$ cat config.mk
export PLATFORM = sky130hd
export DESIGN_NAME = tblock_scheduler
export DESIGN_NICKNAME = d
export VERILOG_FILES = /design/src/common/cluster_pkg.sv /design/src/logic/tblock_scheduler.sv /design/src/logic/done_arbiter.sv /design/src/alloc/alloc_distributor.sv /design/src/alloc/alloc_slot.sv
export SDC_FILE = /design/constraint.sdc
export NUM_CORES = 1
export LEC_CHECK = 0
export BUFFER_PORTS_ARGS = -buffer_cell sky130_fd_sc_hd__buf_2
export CAP_MARGIN = 15
export CORE_MARGIN = 2
export CORE_UTILIZATION = 25
export CTS_CLUSTER_DIAMETER = 100
export DETAILED_ROUTE_END_ITERATION = 8
export HOLD_SLACK_MARGIN = 0.08
export PLACE_DENSITY = 0.46
export SLEW_MARGIN = 15
export SYNTH_ARGS = -nofsm -noshare
export SYNTH_HDL_FRONTEND = slang
export SYNTH_HIERARCHICAL = 1
export SYNTH_SLANG_ARGS = --single-unit
export TNS_END_PERCENT = 30
$ cat constraint.sdc
create_clock -name clk_i -period 8.6 [get_ports clk_i]
set_input_delay 0.86 -clock clk_i [delete_from_list [all_inputs] [get_ports clk_i]]
set_output_delay 0.86 -clock clk_i [all_outputs]
set_load 0.005 [all_outputs]
$ cat src/common/cluster_pkg.sv
// #########################################################################
// Thread-block scheduler shared definitions
// Cluster sizes, descriptor field types and the holding buffer state encoding
// #########################################################################

package cluster_pkg;

    // #####################################################################
    // # Cluster sizes
    // #####################################################################

    localparam int unsigned NumUnits       = 4;
    localparam int unsigned PcWidth        = 16;
    localparam int unsigned AddrWidth      = 32;
    localparam int unsigned WarpWidth      = 4;
    localparam int unsigned TblockIdxBits  = 8;
    localparam int unsigned TgroupIdBits   = 8;
    // Block size counts up to a full warp, so one bit more than log2
    localparam int unsigned TblockSizeBits = $clog2(WarpWidth) + 1;
    localparam int unsigned SlotDepth      = 2;

    // #####################################################################
    // # Field types
    // #####################################################################

    typedef logic [PcWidth-1:0]        pc_t;
    typedef logic [AddrWidth-1:0]      addr_t;
    typedef logic [TblockIdxBits-1:0]  tblock_idx_t;
    typedef logic [TblockSizeBits-1:0] tblock_size_t;
    typedef logic [TgroupIdBits-1:0]   tgroup_id_t;
    typedef logic [NumUnits-1:0]       unit_mask_t;

    // One thread-block descriptor as issued by the dispatcher
    typedef struct packed {
        pc_t          pc;
        addr_t        dp_addr;
        tblock_idx_t  tblock_idx;
        tblock_size_t tblock_size;
        tgroup_id_t   tgroup_id;
    } alloc_req_t;

    // Fill level of a per-unit holding buffer
    typedef enum logic [1:0] {
        SLOT_EMPTY,
        SLOT_ONE,
        SLOT_FULL
    } slot_state_e;

endpackage : cluster_pkg
$ cat src/logic/tblock_scheduler.sv
// #########################################################################
// Thread-block scheduler top level
// Joins the allocation distributor and the completion arbiter
// #########################################################################

`timescale 1ns/10ps

module tblock_scheduler (
    input  logic                                                 clk_i,
    input  logic                                                 arst_n_i,

    // Dispatcher allocation interface
    input  logic                                                 alloc_valid_i,
    input  cluster_pkg::alloc_req_t                              alloc_i,
    output logic                                                 warp_free_o,

    // Per-unit allocation interface
    output cluster_pkg::unit_mask_t                              cu_alloc_valid_o,
    output cluster_pkg::alloc_req_t [cluster_pkg::NumUnits-1:0] cu_alloc_o,
    input  cluster_pkg::unit_mask_t                              cu_warp_free_i,

    // Per-unit completion interface
    input  cluster_pkg::unit_mask_t                              cu_done_i,
    input  cluster_pkg::tgroup_id_t [cluster_pkg::NumUnits-1:0] cu_done_id_i,
    output cluster_pkg::unit_mask_t                              cu_done_ready_o,

    // Cluster completion output
    output logic                                                 tblock_done_o,
    output cluster_pkg::tgroup_id_t                              tblock_done_id_o,
    input  logic                                                 tblock_done_ready_i
);

    // ######################################################################
    // # Allocation path
    // ######################################################################

    alloc_distributor i_alloc_distributor (
        .clk_i           ( clk_i            ),
        .arst_n_i        ( arst_n_i         ),

        .alloc_valid_i   ( alloc_valid_i    ),
        .alloc_i         ( alloc_i          ),
        .warp_free_o     ( warp_free_o      ),

        .cu_alloc_valid_o( cu_alloc_valid_o ),
        .cu_alloc_o      ( cu_alloc_o       ),
        .cu_warp_free_i  ( cu_warp_free_i   )
    );

    // ######################################################################
    // # Completion path
    // ######################################################################

    done_arbiter i_done_arbiter (
        .clk_i              ( clk_i               ),
        .arst_n_i           ( arst_n_i            ),

        .cu_done_i          ( cu_done_i           ),
        .cu_done_id_i       ( cu_done_id_i        ),
        .cu_done_ready_o    ( cu_done_ready_o     ),

        .tblock_done_o      ( tblock_done_o       ),
        .tblock_done_id_o   ( tblock_done_id_o    ),
        .tblock_done_ready_i( tblock_done_ready_i )
    );

endmodule : tblock_scheduler

$ cat src/logic/done_arbiter.sv
// #########################################################################
// Thread-block completion arbiter
// Round-robin over unit done reports, one group ID per cycle into a register
// #########################################################################

`timescale 1ns/10ps

module done_arbiter (
    input  logic                                                 clk_i,
    input  logic                                                 arst_n_i,

    // Compute unit side
    input  cluster_pkg::unit_mask_t                              cu_done_i,
    input  cluster_pkg::tgroup_id_t [cluster_pkg::NumUnits-1:0] cu_done_id_i,
    output cluster_pkg::unit_mask_t                              cu_done_ready_o,

    // Completion output
    output logic                                                 tblock_done_o,
    output cluster_pkg::tgroup_id_t                              tblock_done_id_o,
    input  logic                                                 tblock_done_ready_i
);
    logic [$clog2(cluster_pkg::NumUnits)-1:0] rr_ptr_q, rr_ptr_d, winner;
    logic                                     found;
    logic                                     can_accept;
    logic                                     grant;
    logic                                     done_valid_q;
    cluster_pkg::tgroup_id_t                  done_id_q;

    // ######################################################################
    // # Round-robin search
    // ######################################################################

    always_comb begin : rr_search
        int unsigned idx;
        int unsigned nxt;
        found    = 1'b0;
        winner   = '0;
        rr_ptr_d = rr_ptr_q;
        // Walk the units starting at the pointer, wrapping around
        for (int unsigned i = 0; i < cluster_pkg::NumUnits; i++) begin
            idx = (rr_ptr_q + i) % cluster_pkg::NumUnits;
            nxt = (idx + 1) % cluster_pkg::NumUnits;
            if (!found && cu_done_i[idx]) begin
                found    = 1'b1;
                winner   = idx[$bits(winner)-1:0];
                rr_ptr_d = nxt[$bits(rr_ptr_d)-1:0];
            end
        end
    end : rr_search

    // Output register takes a new ID when empty or draining this cycle
    assign can_accept = !done_valid_q || tblock_done_ready_i;
    assign grant      = found && can_accept;

    assign cu_done_ready_o = grant ? (cluster_pkg::unit_mask_t'(1) << winner) : '0;

    // ######################################################################
    // # Output register
    // ######################################################################

    always_ff @(posedge clk_i or negedge arst_n_i) begin
        if (!arst_n_i) begin
            rr_ptr_q     <= '0;
            done_valid_q <= 1'b0;
        end else begin
            if (grant) begin
                rr_ptr_q     <= rr_ptr_d;
                done_valid_q <= 1'b1;
            end else if (tblock_done_ready_i) begin
                done_valid_q <= 1'b0;
            end
        end
    end

    always_ff @(posedge clk_i) begin
        if (grant) done_id_q <= cu_done_id_i[winner];
    end

    assign tblock_done_o    = done_valid_q;
    assign tblock_done_id_o = done_id_q;

endmodule : done_arbiter

$ cat src/alloc/alloc_distributor.sv
// #########################################################################
// Thread-block distributor
// Sends each accepted descriptor to the lowest compute unit with buffer room
// #########################################################################

`timescale 1ns/10ps

module alloc_distributor (
    input  logic                                                 clk_i,
    input  logic                                                 arst_n_i,

    // Dispatcher side
    input  logic                                                 alloc_valid_i,
    input  cluster_pkg::alloc_req_t                              alloc_i,
    output logic                                                 warp_free_o,

    // Compute unit side
    output cluster_pkg::unit_mask_t                              cu_alloc_valid_o,
    output cluster_pkg::alloc_req_t [cluster_pkg::NumUnits-1:0] cu_alloc_o,
    input  cluster_pkg::unit_mask_t                              cu_warp_free_i
);
    cluster_pkg::unit_mask_t space;
    cluster_pkg::unit_mask_t push;

    // ######################################################################
    // # First-free selection
    // ######################################################################

    // Space bits come from registered buffer state only
    assign warp_free_o = |space;

    always_comb begin : pick_first_free
        push = '0;
        for (int unsigned cu = 0; cu < cluster_pkg::NumUnits; cu++) begin
            // Only the lowest unit with room takes the descriptor
            if (alloc_valid_i && space[cu] && (push == '0)) begin
                push[cu] = 1'b1;
            end
        end
    end : pick_first_free

    // ######################################################################
    // # Per-unit holding buffers
    // ######################################################################

    for (genvar cu = 0; cu < cluster_pkg::NumUnits; cu++) begin : gen_slot
        alloc_slot i_alloc_slot (
            .clk_i   ( clk_i               ),
            .arst_n_i( arst_n_i            ),

            .push_i  ( push[cu]            ),
            .data_i  ( alloc_i             ),
            .space_o ( space[cu]           ),

            .valid_o ( cu_alloc_valid_o[cu] ),
            .data_o  ( cu_alloc_o[cu]       ),
            .ready_i ( cu_warp_free_i[cu]   )
        );
    end : gen_slot

endmodule : alloc_distributor

$ cat src/alloc/alloc_slot.sv
// #########################################################################
// Two-entry descriptor holding buffer for one compute unit
// #########################################################################

`timescale 1ns/10ps

module alloc_slot (
    input  logic                    clk_i,
    input  logic                    arst_n_i,
    input  logic                    push_i,
    input  cluster_pkg::alloc_req_t data_i,
    output logic                    space_o,
    output logic                    valid_o,
    output cluster_pkg::alloc_req_t data_o,
    input  logic                    ready_i
);
    cluster_pkg::slot_state_e                              state_d, state_q;
    cluster_pkg::alloc_req_t [cluster_pkg::SlotDepth-1:0] mem_q;
    logic [$clog2(cluster_pkg::SlotDepth)-1:0]            wr_ptr_q, rd_ptr_q;
    logic                                                  wr_en, rd_en;

    assign space_o = (state_q != cluster_pkg::SLOT_FULL);
    assign valid_o = (state_q != cluster_pkg::SLOT_EMPTY);
    assign data_o  = mem_q[rd_ptr_q];

    // A push into a full buffer is dropped
    assign wr_en = push_i & space_o;
    assign rd_en = valid_o & ready_i;

    always_comb begin : next_state
        state_d = state_q;
        unique case (state_q)
            cluster_pkg::SLOT_EMPTY: begin
                if (wr_en) state_d = cluster_pkg::SLOT_ONE;
            end
            cluster_pkg::SLOT_ONE: begin
                if (wr_en && !rd_en) state_d = cluster_pkg::SLOT_FULL;
                else if (!wr_en && rd_en) state_d = cluster_pkg::SLOT_EMPTY;
            end
            cluster_pkg::SLOT_FULL: begin
                if (rd_en) state_d = cluster_pkg::SLOT_ONE;
            end
            default: state_d = cluster_pkg::SLOT_EMPTY;
        endcase
    end : next_state

    always_ff @(posedge clk_i or negedge arst_n_i) begin
        if (!arst_n_i) begin
            state_q  <= cluster_pkg::SLOT_EMPTY;
            wr_ptr_q <= '0;
            rd_ptr_q <= '0;
        end else begin
            state_q <= state_d;
            if (wr_en) wr_ptr_q <= wr_ptr_q + 1'b1;
            if (rd_en) rd_ptr_q <= rd_ptr_q + 1'b1;
        end
    end

    // Descriptor storage
    always_ff @(posedge clk_i) begin
        if (wr_en) mem_q[wr_ptr_q] <= data_i;
    end

endmodule : alloc_slot

==> flow_summary.toml <==
[placed_design]
io_buffers = 396
dpl.hpwl_um = 33800
routabilityCongestion = 0.762

[synthesis]
syn-instance-count = 1000
synth_top_cell_area_share_pct = 76.3
yosysWarningCount = 6
synth_async_sr_flop_share_pct = 3.37
synth.distinct_cells = 38
synth_ff_type = "sky130_fd_sc_hd__edfxtp_1"
sequential_cell_area_fraction_in_the_yosys_report_pct = 78.5
synth_simple_gate_area_share_pct = 1.76
synth-adder-area-share_pct = 0
synth_top_family_by_area = "multiplexers"
post_synth_xor_xnor_area_pct = 0.368
post-synth-top-count-cell = "sky130_fd_sc_hd__edfxtp_1"
register_bit_total_from_synthesis = 563
post_synth_instance_area_um2 = 21400
muxShareOfSynthArea_pct = 16.9
synth-compound-area-share_pct = 0.783
synthTopCellsByArea = "sky130_fd_sc_hd__edfxtp_1 76%, sky130_fd_sc_hd__mux2_2 9.9%, sky130_fd_sc_hd__mux2_4 5.7%"
yosys.area.top_type = "sky130_fd_sc_hd__edfxtp_1"
synth.net_count = 1111
synth_edf_count = 544
syn_avg_cell_area_um2 = 21.4
synth_cell_count_leaders = "544 x sky130_fd_sc_hd__edfxtp_1, 188 x sky130_fd_sc_hd__mux2_2, 81 x sky130_fd_sc_hd__mux2_4"

[clock_network]
cts_tree = "built"
post-cts-setup-buffer-count = 0
cts_made_buffers = 66
clk_path_buf_depth = 3
cells_resized_by_post_cts_repair = 0
ctsHtreeMaxLevel = 3
cts-root-buf = "sky130_fd_sc_hd__clkbuf_16"
clock_sinks = 563
hold_buffers = 0
clk_latency_ns = 0.60
clk_transition_reported_paths_ns = 0.06

[sta]
setup-tns-final_ns = 0
setup_viol_count_final = 0
final-hold-violation-count = 0
drv_slew = 0
grt_setup_unrepaired = "no"
worst_pin_slew_ns = 1.04
skew_ns = 0.0246
final.min_clock_period_ns = 3.63
min_period_over_period_pct = 42.2
max_clock_freq_mhz = 276
slew_headroom_pct = 30.4

[floorplan]
floorplan.initialDensity_pct = 25.2
die-height_um = 297
core_area_um2 = 85000
rows = 107
die_area_um2 = 88000
pin_count = 397
die_w_um = 297

[setup_path]
path_max_fanout = 39
cp-start-kind = "register"
ws_path_type = "register to output pin"
regToRegSetupSlack_ns = 5.41
crit_path_end_kind = "output pin"
critical_path_arrival_ns = 2.77
critical_path_rt_ns = 7.74
reg2regPathDepth = 5

[grt]
grt-ovfl-total = 0
grt_util_all_layers_pct = 12.1
antenna_found_initial = 2
grt_pass1_vias = 11400
grt_max_degree = 45
grt_pass1_wl_um = 76600

[detailed_routing]
antenna_left = 0
drt_iter0_markers = 515
finalWirelength_um = 54400
vias = 10700
drc = 0
drt-pass1-iter-count = 4
drt-vias-per-instance = 4.07
avgRoutedWirePerCell_um = 20.7

[pwr]
worst_ir_drop_vdd_mv = 0.109
cellLeakagePower_nw = 9.58
power.density_nw_per_um2 = 285

[outcome]
run_status = "complete, no violations"

[cells_and_area]
synthToLayoutAreaGrowth_pct = 24.8
fin_util_pct = 31.4
final_nets = 1550
filler_cell_count = 8275
drive_above_1_share_pct = 53.1

[min_path]
min_path_type = "primary input to asynchronous set/reset pin"

[job]
max_cap_violations = 0
==> placed cells by master, fill, tap and decap left out, types with 2 or more instances in the layout <==
| cell type | n |
|---|---|
| sky130_fd_sc_hd__a21oi_1 | 9 |
| sky130_fd_sc_hd__a31oi_1 | 3 |
| sky130_fd_sc_hd__and3_4 | 4 |
| sky130_fd_sc_hd__buf_2 | 396 |
| sky130_fd_sc_hd__buf_4 | 14 |
| sky130_fd_sc_hd__bufinv_16 | 3 |
| sky130_fd_sc_hd__clkbuf_1 | 14 |
| sky130_fd_sc_hd__clkbuf_16 | 66 |
| sky130_fd_sc_hd__clkinv_1 | 11 |
| sky130_fd_sc_hd__clkinv_2 | 10 |
| sky130_fd_sc_hd__clkinv_8 | 3 |
| sky130_fd_sc_hd__clkinvlp_4 | 3 |
| sky130_fd_sc_hd__dfrtp_1 | 15 |
| sky130_fd_sc_hd__dfrtp_4 | 4 |
| sky130_fd_sc_hd__diode_2 | 2 |
| sky130_fd_sc_hd__edfxtp_1 | 544 |
| sky130_fd_sc_hd__inv_1 | 3 |
| sky130_fd_sc_hd__inv_16 | 3 |
| sky130_fd_sc_hd__inv_6 | 2 |
| sky130_fd_sc_hd__mux2_2 | 188 |
| sky130_fd_sc_hd__mux2_4 | 81 |
| sky130_fd_sc_hd__mux2i_1 | 28 |
| sky130_fd_sc_hd__nand2_1 | 10 |
| sky130_fd_sc_hd__nand2b_1 | 11 |
| sky130_fd_sc_hd__nand3b_1 | 4 |
| sky130_fd_sc_hd__nor2_1 | 7 |
| sky130_fd_sc_hd__nor2_4 | 4 |
| sky130_fd_sc_hd__nor2b_1 | 2 |
| sky130_fd_sc_hd__nor3b_1 | 8 |
| sky130_fd_sc_hd__o22a_1 | 2 |
| sky130_fd_sc_hd__o22ai_1 | 4 |
| sky130_fd_sc_hd__or2_2 | 4 |
| sky130_fd_sc_hd__xnor2_1 | 9 |
==> area by class of cell <==
type	count	area (µm²)	area share, %
sequential	563	16800	63.0
inverter	3	11.3	0.0421
tap	1144	1430	5.36
multi-input combinational	395	4290	16.0
clock inverter	37	350	1.31
timing repair buffer	410	2090	7.81
clock buffer	81	1720	6.43
antenna	2	5.00	0.0187
==> critical path, cell delays in order, from the launching register on <==
cell,delay [ns]
sky130_fd_sc_hd__dfrtp_4,0.93
sky130_fd_sc_hd__buf_4,0.65
sky130_fd_sc_hd__mux2_2,0.41
sky130_fd_sc_hd__buf_2,0.13
==> per-layer routing <==
| metal | vias up | GRT usage, % | share of wire [%] |
|---|---|---|---|
| met4 | 2 | 2.87 | 1.3 |
| met3 | 56 | 4.06 | 8.1 |
| met1 | 5493 | 14.9 | 42 |
| met5 | - | 0 | 0.024 |
| li1 | 4849 | - | - |
| met2 | 318 | 20.2 | 48 |
==> how the worst max path moves through the flow <==
stage                        from              to  slack (ns)  cells past startpoint
finish                   register   cu_alloc_o[8]        4.97                      3
global route             register  cu_alloc_o[40]        4.80                      3
CTS                      register  cu_alloc_o[40]        4.79                      3
detailed placement  alloc_valid_i        register        5.03                      5
global placement    alloc_valid_i        register        5.13                      5
floorplan           alloc_valid_i        register        4.07                      3
==> kinds of logic (layout without fill, tap and decap cells) <==
family | Yosys count | count (layout)
other | 0 | 2
buffers and inverters | 42 | 531
AOI/OAI and AO/OA | 25 | 25
and+or+nand+nor | 64 | 64
DFF | 563 | 563
muxes | 297 | 297
xor gates and xnor gates | 9 | 9
==> flip-flops by register name, indices dropped and copies added, names as in the netlist <==
name / count
i_alloc_distributor/gen_slot.i_alloc_slot/mem_q: 536
i_alloc_distributor/gen_slot.i_alloc_slot/rd_ptr_q: 4
i_alloc_distributor/gen_slot.i_alloc_slot/state_q: 8
i_done_arbiter/rr_ptr_q: 2
i_done_arbiter/tblock_done_o: 1
i_alloc_distributor/gen_slot.i_alloc_slot/wr_ptr_q: 4
i_done_arbiter/tblock_done_id_o: 8
==> report_power, final <==
group	internal (mW)	leakage (nW)	switching, mW
Clock	1.54	1.01	1.13
Sequential	3.22	5.18	0.189
Combinational	0.791	3.40	0.758
Total	5.55	9.58	2.07
==> through the flow <==
step | setup slack, ns | power [mW] | hold WS, ns | instance area, µm² | instances
floorplan | 4.07 | 4.38 | 0.460 | 21400 | 1000
global placement | 5.13 | 5.07 | 0.479 | 24600 | 2515
detailed placement | 5.03 | 5.08 | 0.497 | 24600 | 2515
CTS | 4.79 | 7.78 | 0.174 | 26700 | 2633
global route | 4.80 | 7.97 | 0.205 | 26700 | 2633
finish | 4.97 | 7.62 | 0.212 | 26700 | 2635
(Power assumes the default switching activity.)
